File: config.mk
export PLATFORM = sky130hd
export DESIGN_NAME = pattern_top
export DESIGN_NICKNAME = d
export VERILOG_FILES = /design/src/hdl/board_pkg.sv /design/src/hdl/detect_pkg.sv /design/src/hdl/tick_gen.sv /design/src/hdl/key_debounce.sv /design/src/hdl/pattern_detect.sv /design/src/hdl/event_tally.sv /design/src/hdl/seven_segment.sv /design/src/hdl/pattern_top.sv
export SDC_FILE = /design/constraint.sdc
export NUM_CORES = 1
export LEC_CHECK = 0
export BUFFER_PORTS_ARGS = -buffer_cell sky130_fd_sc_hd__buf_2
export CORE_MARGIN = 3
export CORE_UTILIZATION = 47
export DETAILED_ROUTE_END_ITERATION = 12
export SETUP_SLACK_MARGIN = 0.02
export SYNTH_ARGS = -nofsm -noshare
export SYNTH_HDL_FRONTEND = slang
export SYNTH_SLANG_ARGS = --single-unit
File: constraint.sdc
create_clock -name clk -period 2.6 [get_ports clk]
set_clock_uncertainty 0.05 [all_clocks]
set_input_delay 0 -clock clk [delete_from_list [all_inputs] [get_ports clk]]
set_output_delay 0 -clock clk [all_outputs]
set_load 0.01 [all_outputs]
File: src/hdl/board_pkg.sv
`default_nettype none

package board_pkg;

    // Keys, LEDs and dots come in groups of four on this board.
    // Inside the design a key bit of 1 means the key is pressed.
    typedef logic [3:0] key_t;

    // The display has four digits, and each digit shows one hex nibble.
    localparam int num_digits = 4;
    localparam int nibble_width = 4;

    // One hex value, as shown on a single digit.
    typedef logic [nibble_width-1:0] hex_t;

    // Nibble i of the word is shown on digit i, so digit 0 holds the low nibble.
    typedef logic [num_digits*nibble_width-1:0] display_word_t;

    // Segments abcdefg sit on bits 7 to 1 and the dot on bit 0.
    // All of them are active low, as the display is common anode.
    typedef logic [7:0] segments_t;

endpackage

`default_nettype wire

File: src/hdl/detect_pkg.sv
`default_nettype none

package detect_pkg;

    // The pattern to find, with the oldest bit at index 2.
    // The detectors allow overlap, so 10101 holds two matches.
    localparam logic [2:0] pattern = 3'b101;

    // The Moore machine reports a match by sitting in the accept state.
    typedef enum logic [1:0] {
        moore_idle,
        moore_seen_1,
        moore_seen_10,
        moore_accept
    } moore_state_e;

    // The Mealy machine needs no accept state.
    // It reports on the transition out of seen_10 instead.
    typedef enum logic [1:0] {
        mealy_idle,
        mealy_seen_1,
        mealy_seen_10
    } mealy_state_e;

endpackage

`default_nettype wire

File: src/hdl/tick_gen.sv
`default_nettype none
`timescale 1ns/100ps

module tick_gen
# (
    parameter int width = 8
)
(
    input  logic clk,
    input  logic i_reset,
    output logic o_tick
);

    // Free-running counter.
    // One full turn takes 2^width clock cycles.
    logic [width-1:0] count;

    always_ff @(posedge clk) begin
        if (i_reset) begin
            count <= '0;
        end else begin
            count <= count + 1'b1;
        end
    end

    // The strobe is high in the one cycle where the counter holds all ones.
    // The next edge wraps the counter, so the strobe never lasts longer.
    assign o_tick = &count;

endmodule

`default_nettype wire

File: src/hdl/key_debounce.sv
`default_nettype none
`timescale 1ns/100ps

module key_debounce
# (
    parameter int depth = 8
)
(
    input  logic            clk,
    input  logic            i_reset,
    input  board_pkg::key_t i_key,
    output board_pkg::key_t o_key
);

    import board_pkg::*;

    // Two synchronizer stages, already inverted so that 1 means pressed.
    key_t sync_1;
    key_t sync_2;

    // Debounced state of every key.
    key_t key_state;

    // One stability counter per key.
    // The extra top bit marks saturation after 2^depth stable cycles.
    logic [depth:0] count [$bits(key_t)];

    always_ff @(posedge clk) begin
        if (i_reset) begin
            sync_1 <= '0;
            sync_2 <= '0;
        end else begin
            sync_1 <= ~i_key;
            sync_2 <= sync_1;
        end
    end

    // A counter runs only while its key disagrees with the debounced state.
    // Any return to agreement clears it, so short glitches never get through.
    // Latency from pin to output is two sync edges, 2^depth count edges and the flip.
    always_ff @(posedge clk) begin
        if (i_reset) begin
            key_state <= '0;
            for (int i = 0; i < $bits(key_t); i++) begin
                count[i] <= '0;
            end
        end else begin
            for (int i = 0; i < $bits(key_t); i++) begin
                if (sync_2[i] == key_state[i]) begin
                    count[i] <= '0;
                end else if (count[i][depth]) begin
                    // Stable long enough, so take the new level.
                    key_state[i] <= sync_2[i];
                    count[i]     <= '0;
                end else begin
                    count[i] <= count[i] + 1'b1;
                end
            end
        end
    end

    assign o_key = key_state;

endmodule

`default_nettype wire

File: src/hdl/pattern_detect.sv
`default_nettype none
`timescale 1ns/100ps

module pattern_detect (
    input  logic            clk,
    input  logic            i_reset,
    input  logic            i_tick,
    input  logic            i_data,
    output board_pkg::key_t o_shift_bits,
    output logic            o_moore_hit,
    output logic            o_mealy_hit
);

    import board_pkg::*;
    import detect_pkg::*;

    // Shift register, newest bit at index 0.
    key_t shift_bits;

    // Bit seen by both detectors on the coming tick.
    logic bit_in;

    moore_state_e moore_state;
    moore_state_e moore_next;
    mealy_state_e mealy_state;
    mealy_state_e mealy_next;

    // The detectors read the bit that entered on the previous tick.
    // So they trail the shift register by one tick.
    assign bit_in = shift_bits[0];

    // Moore next state.
    // After accept, the last 1 can start a new match and a 0 extends one.
    always_comb begin
        moore_next = moore_state;
        case (moore_state)
            moore_idle: begin
                if (bit_in == pattern[2]) moore_next = moore_seen_1;
            end
            moore_seen_1: begin
                if (bit_in == pattern[1]) moore_next = moore_seen_10;
            end
            moore_seen_10: begin
                if (bit_in == pattern[0]) moore_next = moore_accept;
                else                      moore_next = moore_idle;
            end
            moore_accept: begin
                if (bit_in == pattern[1]) moore_next = moore_seen_10;
                else                      moore_next = moore_seen_1;
            end
            default: moore_next = moore_idle;
        endcase
    end

    // Mealy next state.
    // A completing 1 leaves the machine in seen_1, which keeps overlap.
    always_comb begin
        mealy_next = mealy_state;
        case (mealy_state)
            mealy_idle: begin
                if (bit_in == pattern[2]) mealy_next = mealy_seen_1;
            end
            mealy_seen_1: begin
                if (bit_in == pattern[1]) mealy_next = mealy_seen_10;
            end
            mealy_seen_10: begin
                if (bit_in == pattern[0]) mealy_next = mealy_seen_1;
                else                      mealy_next = mealy_idle;
            end
            default: mealy_next = mealy_idle;
        endcase
    end

    // Everything here moves only on the shift tick.
    always_ff @(posedge clk) begin
        if (i_reset) begin
            shift_bits  <= '0;
            moore_state <= moore_idle;
            mealy_state <= mealy_idle;
        end else if (i_tick) begin
            shift_bits  <= {shift_bits[$bits(key_t)-2:0], i_data};
            moore_state <= moore_next;
            mealy_state <= mealy_next;
        end
    end

    assign o_shift_bits = shift_bits;

    // Moore output depends on the state alone and holds for a whole tick period.
    assign o_moore_hit = (moore_state == moore_accept);

    // Mealy output also looks at the input, so it rises a tick earlier.
    assign o_mealy_hit = (mealy_state == mealy_seen_10) && (bit_in == pattern[0]);

endmodule

`default_nettype wire

File: src/hdl/event_tally.sv
`default_nettype none
`timescale 1ns/100ps

module event_tally (
    input  logic                     clk,
    input  logic                     i_reset,
    input  logic                     i_tick,
    input  logic                     i_moore_hit,
    input  logic                     i_mealy_hit,
    output board_pkg::display_word_t o_word
);

    import board_pkg::*;

    // The shift count fills every digit left over by the two hit counts.
    localparam int shift_width = (num_digits - 2) * nibble_width;

    logic [shift_width-1:0] shift_count;
    hex_t                   moore_count;
    hex_t                   mealy_count;

    // All three counters step on the tick edge and wrap silently.
    // A hit is counted only when it is high at that edge.
    always_ff @(posedge clk) begin
        if (i_reset) begin
            shift_count <= '0;
            moore_count <= '0;
            mealy_count <= '0;
        end else if (i_tick) begin
            shift_count <= shift_count + 1'b1;
            if (i_moore_hit) begin
                moore_count <= moore_count + 1'b1;
            end
            if (i_mealy_hit) begin
                mealy_count <= mealy_count + 1'b1;
            end
        end
    end

    // Shift count on the two left digits, then Moore, then Mealy on digit 0.
    assign o_word = {shift_count, moore_count, mealy_count};

endmodule

`default_nettype wire

File: src/hdl/seven_segment.sv
`default_nettype none
`timescale 1ns/100ps

module seven_segment (
    input  logic                            clk,
    input  logic                            i_reset,
    input  logic                            i_scan,
    input  board_pkg::display_word_t        i_word,
    input  board_pkg::key_t                 i_dots,
    output board_pkg::segments_t            o_segments,
    output logic [board_pkg::num_digits-1:0] o_digit
);

    import board_pkg::*;

    localparam int index_width = $clog2(num_digits);

    // Digit being driven; it wraps on its own since num_digits is a power of two.
    logic [index_width-1:0] index;

    // One-hot form of the index, active high.
    logic [num_digits-1:0] one_hot;

    hex_t       nibble;
    logic [6:0] abcdefg;

    // Hex to segment decoder.
    // The table is written active high for readability and inverted on return.
    function automatic logic [6:0] hex_to_abcdefg(input hex_t value);
        logic [6:0] lit;
        case (value)
            4'h0: lit = 7'b1111110;
            4'h1: lit = 7'b0110000;
            4'h2: lit = 7'b1101101;
            4'h3: lit = 7'b1111001;
            4'h4: lit = 7'b0110011;
            4'h5: lit = 7'b1011011;
            4'h6: lit = 7'b1011111;
            4'h7: lit = 7'b1110000;
            4'h8: lit = 7'b1111111;
            4'h9: lit = 7'b1111011;
            4'ha: lit = 7'b1110111;
            4'hb: lit = 7'b0011111;
            4'hc: lit = 7'b1001110;
            4'hd: lit = 7'b0111101;
            4'he: lit = 7'b1001111;
            4'hf: lit = 7'b1000111;
        endcase
        return ~lit;
    endfunction

    always_ff @(posedge clk) begin
        if (i_reset) begin
            index <= '0;
        end else if (i_scan) begin
            index <= index + 1'b1;
        end
    end

    assign one_hot = {{(num_digits - 1){1'b0}}, 1'b1} << index;
    assign nibble  = i_word[index*nibble_width +: nibble_width];
    assign abcdefg = hex_to_abcdefg(nibble);

    // Anode, segments and dot are registered together, one cycle behind the index.
    // Reset blanks the segments and already selects digit 0.
    always_ff @(posedge clk) begin
        if (i_reset) begin
            o_digit    <= ~{{(num_digits - 1){1'b0}}, 1'b1};
            o_segments <= '1;
        end else begin
            o_digit    <= ~one_hot;
            o_segments <= {abcdefg, ~i_dots[index]};
        end
    end

endmodule

`default_nettype wire

File: src/hdl/pattern_top.sv
`default_nettype none
`timescale 1ns/100ps

module pattern_top
# (
    parameter int debounce_depth   = 8,
    parameter int shift_tick_width = 23,
    parameter int scan_tick_width  = 10
)
(
    input  logic                 clk,
    input  logic                 i_reset,

    input  board_pkg::key_t      i_key_sw,
    output board_pkg::key_t      o_led,

    output board_pkg::segments_t o_abcdefgh,
    output logic [3:0]           o_digit
);

    import board_pkg::*;

    // Debounced keys, active high.
    key_t key_db;

    logic shift_tick;
    logic scan_tick;

    key_t          shift_bits;
    logic          moore_hit;
    logic          mealy_hit;
    display_word_t display_word;

    key_debounce # (.depth (debounce_depth)) u_key_debounce
    (
        .clk     ( clk      ),
        .i_reset ( i_reset  ),
        .i_key   ( i_key_sw ),
        .o_key   ( key_db   )
    );

    // Slow tick that clocks key 1 into the shift register.
    tick_gen # (.width (shift_tick_width)) u_shift_tick
    (
        .clk     ( clk        ),
        .i_reset ( i_reset    ),
        .o_tick  ( shift_tick )
    );

    pattern_detect u_pattern_detect
    (
        .clk          ( clk        ),
        .i_reset      ( i_reset    ),
        .i_tick       ( shift_tick ),
        .i_data       ( key_db[1]  ),
        .o_shift_bits ( shift_bits ),
        .o_moore_hit  ( moore_hit  ),
        .o_mealy_hit  ( mealy_hit  )
    );

    // LEDs are active low, so a 1 in the register lights its LED.
    assign o_led = ~shift_bits;

    event_tally u_event_tally
    (
        .clk         ( clk          ),
        .i_reset     ( i_reset      ),
        .i_tick      ( shift_tick   ),
        .i_moore_hit ( moore_hit    ),
        .i_mealy_hit ( mealy_hit    ),
        .o_word      ( display_word )
    );

    // Faster tick that steps the display from digit to digit.
    tick_gen # (.width (scan_tick_width)) u_scan_tick
    (
        .clk     ( clk       ),
        .i_reset ( i_reset   ),
        .o_tick  ( scan_tick )
    );

    // The dots mirror the debounced keys, key i on digit i.
    seven_segment u_seven_segment
    (
        .clk        ( clk          ),
        .i_reset    ( i_reset      ),
        .i_scan     ( scan_tick    ),
        .i_word     ( display_word ),
        .i_dots     ( key_db       ),
        .o_segments ( o_abcdefgh   ),
        .o_digit    ( o_digit      )
    );

endmodule

`default_nettype wire

==> results of run 1 <==
-- cells by family after synthesis --
logic type	after synthesis	share of synthesized area [%]
compound gates	95	10.86
xor+xnor	40	6.387
fa+ha+maj	19	4.334
buf+inv	55	3.946
flops	119	50.00
mux	15	3.946
other cells	1	0.06837
simple gates	216	20.46
-- routing by layer --
metal,wire length [um],vias up,part of all wire [%]
li1,-,2110,-
met1,4810,1915,47
met2,4805,51,47
met3,411,16,4.0
met4,148,0,1.5
met5,0,-,0
-- cells in the mapped netlist (17+ instances only) --
cell type | count | area (um^2)
a21oi_1 | 33 | 165.2
clkbuf_1 | 25 | 93.84
dfxtp_1 | 83 | 1662
edfxtp_1 | 36 | 1081
ha_1 | 19 | 237.7
inv_1 | 25 | 93.84
nand2_1 | 25 | 93.84
nand3_1 | 28 | 140.1
nand4_1 | 18 | 112.6
nor2_1 | 66 | 247.7
o21ai_0 | 25 | 125.1
or3_1 | 18 | 112.6
xnor2_1 | 23 | 201.4
xor2_1 | 17 | 148.9
-- power breakdown --
group	internal (mW)	switching (mW)	total, mW
Combinational	0.0528	0.0699	0.123
Clock	1.54	0.779	2.32
Sequential	1.96	0.0304	1.99
Total	3.55	0.879	4.43
-- registers in the layout, summed over array words and instances (netlist names), 8 cells and up --
name and flops:
u_scan_tick.count 10, u_seven_segment.o_segments 8, u_shift_tick.count 23, u_key_debounce.count 36, u_event_tally.shift_count 8
-- final cells by class --
type / instances / share of cell area, %
Multi-Input combinational cell: 421 / 40.93
Clock buffer: 22 / 7.150
Clock inverter: 10 / 1.946
Sequential cell: 119 / 42.24
Timing Repair Buffer: 34 / 3.585
Tap cell: 140 / 2.698
Inverter: 25 / 1.445
-- how the worst min path moves through the flow --
stage | start | endpoint | cells after the start
after floorplan | i_key_sw[3] | u_key_debounce.sync_1[3] | 1
after global placement | i_key_sw[0] | u_key_debounce.sync_1[0] | 2
after detailed placement | i_key_sw[3] | u_key_debounce.sync_1[3] | 2
after CTS | i_key_sw[3] | u_key_debounce.sync_1[3] | 3
after global routing | i_key_sw[3] | u_key_debounce.sync_1[3] | 3
final | i_key_sw[3] | u_key_debounce.sync_1[3] | 3
-- per-stage QoR --
stage          util (%)  area [um^2]  power [mW]  worst slack [ns]
2_1_floorplan         -         5617       2.108            0.5831
3_3_place_gp      52.42         5832       2.136            0.5437
3_5_place_dp      52.42         5832       2.141            0.4672
4_1_cts           58.36         6492       4.487            0.4374
5_1_grt           58.36         6492       4.594            0.3195
6_report          58.36         6492       4.432            0.4401
-- critical path, stage by stage, from the launching register on --
cell,delay (ns)
dfxtp_1,0.40
nand3_1,0.15
or4_4,0.66
buf_4,0.26
o311ai_0,0.37
o41ai_1,0.14
-- what timing repair did --
item                      in CTS  in global routing
hold buffers                   7                  0
resized for setup              0                  0
hold endpoints to repair       5                  0
==> results.sh, run 1 <==
export IMPL_power_density_mw_per_mm2=682.6
export IMPL_path_clk_slew_ns=0.05
export IMPL_dp_hpwl_mm=6.907
export IMPL_drt_pass1_iter_count=4
export IMPL_holdWs_ns=0.2167
export IMPL_vdd_drop_max_mv=0.6682
export IMPL_start_util_pct=49.30
export IMPL_fill_cells=965
export IMPL_grt_max_degree=53
export IMPL_final_common_cell="dfxtp_1"
export IMPL_ctsLongestPathBuffers=2
export IMPL_grt_util_met1_pct=20.92
export IMPL_layout_cells_non_filler=771
export IMPL_startpoint="u_shift_tick.count[5]"
export IMPL_r2r_end="u_pattern_detect.moore_state[1]"
export IMPL_seq_area_frac_synth_pct=50.00
export IMPL_async_flop_share_pct=0
export IMPL_cp_end_kind="flop"
export IMPL_fin_crit_sh_pct=83.07
export IMPL_endpoint="u_pattern_detect.moore_state[1]"
export IMPL_netlist_instances=560
export IMPL_cellLeakagePower_nw=2.342
export IMPL_grt_pass1_wl_mm=17.71
export IMPL_worstMarginPinSlew_ns=0.6665
export IMPL_drive_gt1_share_pct=12.04
export IMPL_dieWidth_um=114.0
export IMPL_regArea_mm2=0.002743
export IMPL_grt_pass1_vias=4046
export IMPL_cts_root_buf="clkbuf_16"
export IMPL_max_freq_mhz=463.0
export IMPL_cts_setup_buffers=0
export IMPL_portBuffers=21
export IMPL_grt_overflow=0
export IMPL_drc_errors=0
export IMPL_via_count=4092
export IMPL_crit_arrival_ns=2.39
export IMPL_critPathMaxFanout=27
export IMPL_synth_area_mm2=0.005485
export IMPL_antenna_cells=0
export IMPL_final_cell_mix="dfxtp_1 (83), nor2_1 (66), edfxtp_1 (36), conb_1 (36), a21oi_1 (33)"
export IMPL_ant_nets=0
export IMPL_synth_cell_types=48
export IMPL_core_area_mm2=0.01113
export IMPL_status="complete, no violations"
export IMPL_synth_area_per_cell_um2=9.795
export IMPL_reg2reg_slack_ns=0.44
export IMPL_fin_tns_setup_ns=0
export IMPL_clock_latency_ns=0.41
export IMPL_wl_per_cell_um=13.20
export IMPL_ys_flop_type="dfxtp_1"
export IMPL_hold_class="input pin to flop"
export IMPL_totalWireLength_mm=10.18
export IMPL_setup_viol=0
export IMPL_grt_busiest_layer="met2"
export IMPL_rsz0062_at_grt="no"
export IMPL_antenna_found_initial=0
export IMPL_htree_levels=4
export IMPL_io_pins=22
export IMPL_finalHoldViolCount=0
export IMPL_dp_cells=732
export IMPL_numCtsBuffers=17
export IMPL_areaGrowthSynthToFinish_pct=18.36
export IMPL_final_min_clock_period_ns=2.160
export IMPL_cap_violations=0
export IMPL_cts_tree="yes"
export IMPL_worstRegToRegCells=5
export IMPL_drt_iter0_drc=177
export IMPL_critPathLaunchType="flop"
export IMPL_cts_num_sinks=119
export IMPL_groute_usage_overall_pct=17.14
export IMPL_die_area_mm2=0.01300
export IMPL_synth_edff_count=36
export IMPL_yosys_warnings=0
export IMPL_nets=643
export IMPL_rows=38
export IMPL_grt_util_met3_pct=6.366
export IMPL_maxSlewViolCount=0
export IMPL_met2_usage_pct=27.71
export IMPL_synth_seq_cells=119
export IMPL_vias_per_cell=5.307
export IMPL_worst_setup_path_type="flop to flop"
export IMPL_die_h_um=114.0
export IMPL_required_ns=2.83
export IMPL_slew_headroom_pct=55.52
export IMPL_gp_congestion=0.7615
export IMPL_reg2reg_from="u_shift_tick.count[5]"
export IMPL_multiInputGateArea_mm2=0.002658
(Power assumes the default switching activity.)
==> run 2, diff against run 1 <==
- clock period: 2.6 -> 2.25 ns (I/O delays scaled with it)
==> results.sh, run 2 (same netlist as run 1, synthesis figures left out) <==
export IMPL_status="complete, no violations"
export IMPL_crit_slowest_cell="or4_4"
export IMPL_htree_levels=4
export IMPL_numCtsBuffers=17
export IMPL_largest_register_ffs=36
export IMPL_place_area_mm2=0.005854
export IMPL_totalWireLength_mm=10.42
export IMPL_vias_per_cell=5.332
export IMPL_cts_tree="yes"
export IMPL_drive_gt1_share_pct=13.48
export IMPL_slew_headroom_pct=57.79
export IMPL_critPathMaxStageDelay_ns=0.59
export IMPL_gp_congestion=0.8376
export IMPL_drt_iter0_drc=286
export IMPL_hold_class="input pin to flop"
export IMPL_drc_errors=0
export IMPL_cellLeakagePower_nw=2.379
export IMPL_core_area_mm2=0.01113
export IMPL_grt_overflow=0
export IMPL_cap_violations=0
export IMPL_largest_register="u_key_debounce.count"
export IMPL_grt_pass1_wl_mm=18.28
export IMPL_final_cell_mix="dfxtp_1 (83), nor2_1 (66), edfxtp_1 (36), conb_1 (36), a21oi_1 (33)"
export IMPL_final_min_clock_period_ns=2.071
export IMPL_groute_usage_overall_pct=17.67
export IMPL_rows=38
export IMPL_dp_hpwl_mm=6.942
export IMPL_max_freq_mhz=482.8
export IMPL_crit_path_cell_trace="nand3_1 > or4_4 > buf_4 > or4_1 > a21oi_1"
export IMPL_dieWidth_um=114.0
export IMPL_vdd_drop_max_mv=0.9955
export IMPL_crit_arrival_ns=2.37
export IMPL_fin_area_mm2=0.006556
export IMPL_path_clk_slew_ns=0.05
export IMPL_nets=650
export IMPL_required_ns=2.55
export IMPL_critPathLaunchType="flop"
export IMPL_final_common_cell="dfxtp_1"
export IMPL_drt_pass1_iter_count=5
export IMPL_cp_end_kind="flop"
export IMPL_fin_tns_setup_ns=0
export IMPL_wl_per_cell_um=13.39
export IMPL_antenna_found_initial=0
export IMPL_worstMarginPinSlew_ns=0.6324
export IMPL_io_pins=22
export IMPL_critPathMaxFanout=11
export IMPL_crit_family="simple AND/OR/NAND/NOR gates"
export IMPL_grt_max_degree=55
export IMPL_worst_setup_path_type="flop to flop"
export IMPL_fin_crit_sh_pct=92.06
export IMPL_areaGrowthSynthToFinish_pct=19.53
export IMPL_ctsLongestPathBuffers=2
export IMPL_portBuffers=21
export IMPL_setup_viol=0
export IMPL_reg_largest_list="u_key_debounce.count (36), u_shift_tick.count (23), u_scan_tick.count (10)"
export IMPL_start_util_pct=49.30
export IMPL_ant_nets=0
export IMPL_finalHoldViolCount=0
export IMPL_crit_buf_inv=1
export IMPL_maxSlewViolCount=0
export IMPL_antenna_cells=0
export IMPL_power_density_mw_per_mm2=776.9
export IMPL_die_area_mm2=0.01300
export IMPL_cts_root_buf="clkbuf_16"
export IMPL_grt_pass1_vias=3980
export IMPL_clock_latency_ns=0.42
export IMPL_cts_num_sinks=119
export IMPL_die_h_um=114.0
export IMPL_via_count=4148
export IMPL_rsz0062_at_grt="no"
## run 2: final cells by class
| class | count | area (um^2) |
|---|---|---|
| well taps | 140 | 175.2 |
| repair buffers | 41 | 287.8 |
| inverters | 25 | 93.84 |
| multi-input cells | 421 | 2661 |
| flip-flops and latches | 119 | 2743 |
| clock buffers | 21 | 503.0 |
| fillers | 997 | 4569 |
| clock inverters | 11 | 92.59 |
## run 2: tightest hold or removal path: stages
cell	delay, ns
dlygate4sd3_1	0.51
buf_2	0.11
nor2_1	0.03
## run 2: stage by stage
stage                     util, %  instances  hold WS (ns)  power (mW)  worst slack (ns)
final                       58.93        778        0.2345       5.094            0.1787
after global routing        58.93        778        0.2431       5.290           0.03383
after CTS                   58.69        775        0.2166       5.157           0.09574
after detailed placement    52.62        735        0.1087       2.474            0.1470
after global placement      52.62        735        0.1071       2.471            0.2240
after floorplan                 -        595       0.01669       2.436            0.2331
## run 2: path summary, 6_finish.rpt
check	from	end	slack [ns]	depth (start not counted)
hold / removal	i_key_sw[3]	u_key_debounce.sync_1[3]	0.23	3
hold reg to reg	u_key_debounce.sync_1[2]	u_key_debounce.sync_2[2]	0.39	1
setup / recovery	u_shift_tick.count[5]	u_shift_tick.count[19]	0.18	5
setup reg to reg	u_shift_tick.count[5]	u_shift_tick.count[19]	0.18	5
## run 2: per-layer routing
layer,track usage [%],part of all wire (%)
met5,0,0
met4,6.572,1.1
met3,6.101,3.7
met2,26.93,48
met1,23.29,47
## run 2: repair_timing
item	CTS	global route
endpoints found under the setup margin	0	5
hold buffers	8	0
gates resized for setup	0	2
hold endpoints to repair	5	0
setup buffers	0	3
## run 2: power by group
part	internal, mW	total [mW]	switching (mW)
registers	2.26	2.30	0.0349
clock network	1.70	2.65	0.955
logic	0.0624	0.145	0.0824
total	4.02	5.09	1.07
==> run 3, diff against run 2 <==
- CORE_UTILIZATION: 47 -> 60
- PLACE_DENSITY: default -> 0.78
==> results.sh, run 3 (same netlist as run 1, synthesis figures left out) <==
export IMPL_finalHoldViolCount=0
export IMPL_drt_pass1_iter_count=5
export IMPL_grt_max_degree=37
export IMPL_antenna_cells=0
export IMPL_groute_usage_overall_pct=21.57
export IMPL_dieWidth_um=101.6
export IMPL_crit_path_cell_trace="nand2_1 > or4_4 > buf_4 > or4_1 > a21oi_1"
export IMPL_r2r_end="u_shift_tick.count[21]"
export IMPL_crit_arrival_ns=2.53
export IMPL_drive_gt1_share_pct=12.89
export IMPL_critPathLaunchType="flop"
export IMPL_reg2reg_slack_ns=0.12
export IMPL_worstRegToRegCells=5
export IMPL_vias_per_cell=5.718
export IMPL_drt_iter0_drc=197
export IMPL_grt_overflow=0
export IMPL_ctsLongestPathBuffers=2
export IMPL_largest_register="u_key_debounce.count"
export IMPL_grt_pass1_vias=3979
export IMPL_dp_hpwl_mm=6.790
export IMPL_worst_setup_path_type="flop to flop"
export IMPL_grt_pass1_wl_mm=17.74
export IMPL_cellLeakagePower_nw=2.327
export IMPL_reg2reg_from="u_shift_tick.count[10]"
export IMPL_finalPower_mw=4.957
export IMPL_fin_crit_sh_pct=94.78
export IMPL_rsz0062_at_grt="no"
export IMPL_path_clk_slew_ns=0.06
export IMPL_areaGrowthSynthToFinish_pct=17.43
export IMPL_fill_cells=629
export IMPL_power_density_mw_per_mm2=769.6
export IMPL_dp_cells=702
export IMPL_numCtsBuffers=17
export IMPL_critPathMaxStageDelay_ns=0.65
export IMPL_status="complete, no violations"
export IMPL_core_area_mm2=0.008806
export IMPL_via_count=4254
export IMPL_fin_tns_setup_ns=0
export IMPL_cts_tree="yes"
export IMPL_final_min_clock_period_ns=2.132
export IMPL_rows=34
export IMPL_hold_path_end="u_key_debounce.sync_1[3]"
export IMPL_cp_end_kind="flop"
export IMPL_wl_per_cell_um=14.01
export IMPL_holdWs_ns=0.1103
export IMPL_hold_class="input pin to flop"
export IMPL_min_path_cells=3
export IMPL_slew_headroom_pct=57.70
export IMPL_start_util_pct=62.29
export IMPL_reg_largest_list="u_key_debounce.count (36), u_shift_tick.count (23), u_scan_tick.count (10)"
export IMPL_crit_slowest_cell="or4_4"
export IMPL_cts_num_sinks=119
export IMPL_largest_register_ffs=36
export IMPL_totalWireLength_mm=10.42
export IMPL_layout_cells_non_filler=744
export IMPL_final_common_cell="dfxtp_1"
export IMPL_critPathMaxFanout=8
export IMPL_gp_congestion=0.8111
export IMPL_max_freq_mhz=468.9
export IMPL_worstMarginPinSlew_ns=0.6338
export IMPL_cap_violations=0
export IMPL_ant_nets=0
export IMPL_htree_levels=4
export IMPL_final_cell_mix="dfxtp_1 (83), nor2_1 (66), edfxtp_1 (36), conb_1 (36), a21oi_1 (33)"
export IMPL_clock_latency_ns=0.52
export IMPL_setup_viol=0
export IMPL_die_h_um=101.6
export IMPL_min_from="i_key_sw[3]"
export IMPL_maxSlewViolCount=0
export IMPL_die_area_mm2=0.01033
export IMPL_nets=648
export IMPL_antenna_found_initial=0
export IMPL_cts_root_buf="clkbuf_8"
export IMPL_vdd_drop_max_mv=0.5186
export IMPL_required_ns=2.65
export IMPL_drc_errors=0
export IMPL_portBuffers=21
export IMPL_io_pins=22
[run 3: cell count changes in the layout (fill, tap and decap cells not counted), sizes merged]
cell / before / now
buf: 33 / 31
clkinv: 7 / 8
clkinvlp: 2 / 4
dlygate4sd3: 8 / 7
clkbuf: 21 / 18
inv: 26 / 25
bufinv: 1 / 2
or4: 9 / 10
[run 3: what timing repair did]
item | 4_1_cts | 5_1_grt
setup endpoints to repair | 0 | 4
gates resized for setup | 0 | 2
hold buffers | 7 | 0
hold endpoints to repair | 19 | 0
setup buffers | 0 | 2
[run 3: cell type report]
class,count,area (um^2),area share (%)
tap,108,135.1,2.098
timing repair buffer,38,250.2,3.885
clock inverter,14,135.1,2.098
sequential,119,2743,42.58
clock buffer,18,417.9,6.488
multi-input combinational,422,2666,41.39
inverter,25,93.84,1.457
[run 3: metal layers]
layer	vias to the layer above	wire [um]	global-route usage, %
li1	2126	-	-
met1	2003	4697	26.41
met2	103	5163	35.71
met3	22	408	6.405
met4	0	155	8.691
met5	-	0	0
[run 3: how the worst max path moves through the flow]
stage | cells past startpoint | endpoint | slack (ns) | start
after floorplan | 6 | u_event_tally.moore_count[3] | 0.23 | u_shift_tick.count[0]
after global placement | 5 | u_event_tally.mealy_count[3] | 0.22 | u_shift_tick.count[11]
after detailed placement | 5 | u_event_tally.shift_count[6] | 0.09 | u_shift_tick.count[10]
after CTS | 5 | u_event_tally.shift_count[3] | 0.08 | u_shift_tick.count[10]
after global routing | 5 | u_event_tally.shift_count[3] | 0.03 | u_shift_tick.count[10]
final | 5 | u_shift_tick.count[21] | 0.12 | u_shift_tick.count[10]
[run 3: per-stage QoR]
stage,util (%),setup WS (ns),instance area [um^2]
after global placement,65.80,0.2210,5794
after floorplan,-,0.2331,5617
after CTS,72.88,0.07517,6417
after detailed placement,65.80,0.09204,5794
after global routing,73.15,0.03352,6441
final,73.15,0.1175,6441
[run 3: worst max-delay path, delay by kind of cell, from the launching register on]
family / cells / cell delay, ns
flip-flops: 1 / 0.37
AND/OR/NAND/NOR: 3 / 1.31
AO/OA/AOI/OAI: 1 / 0.15
buffers and inverters: 1 / 0.18
[run 3: where the power goes]
group / switching, mW / total, mW / internal, mW / leakage (nW)
registers: 0.0365 / 2.30 / 2.26 / 1.05
clock network: 0.961 / 2.52 / 1.56 / 0.261
logic: 0.0820 / 0.142 / 0.0598 / 1.02
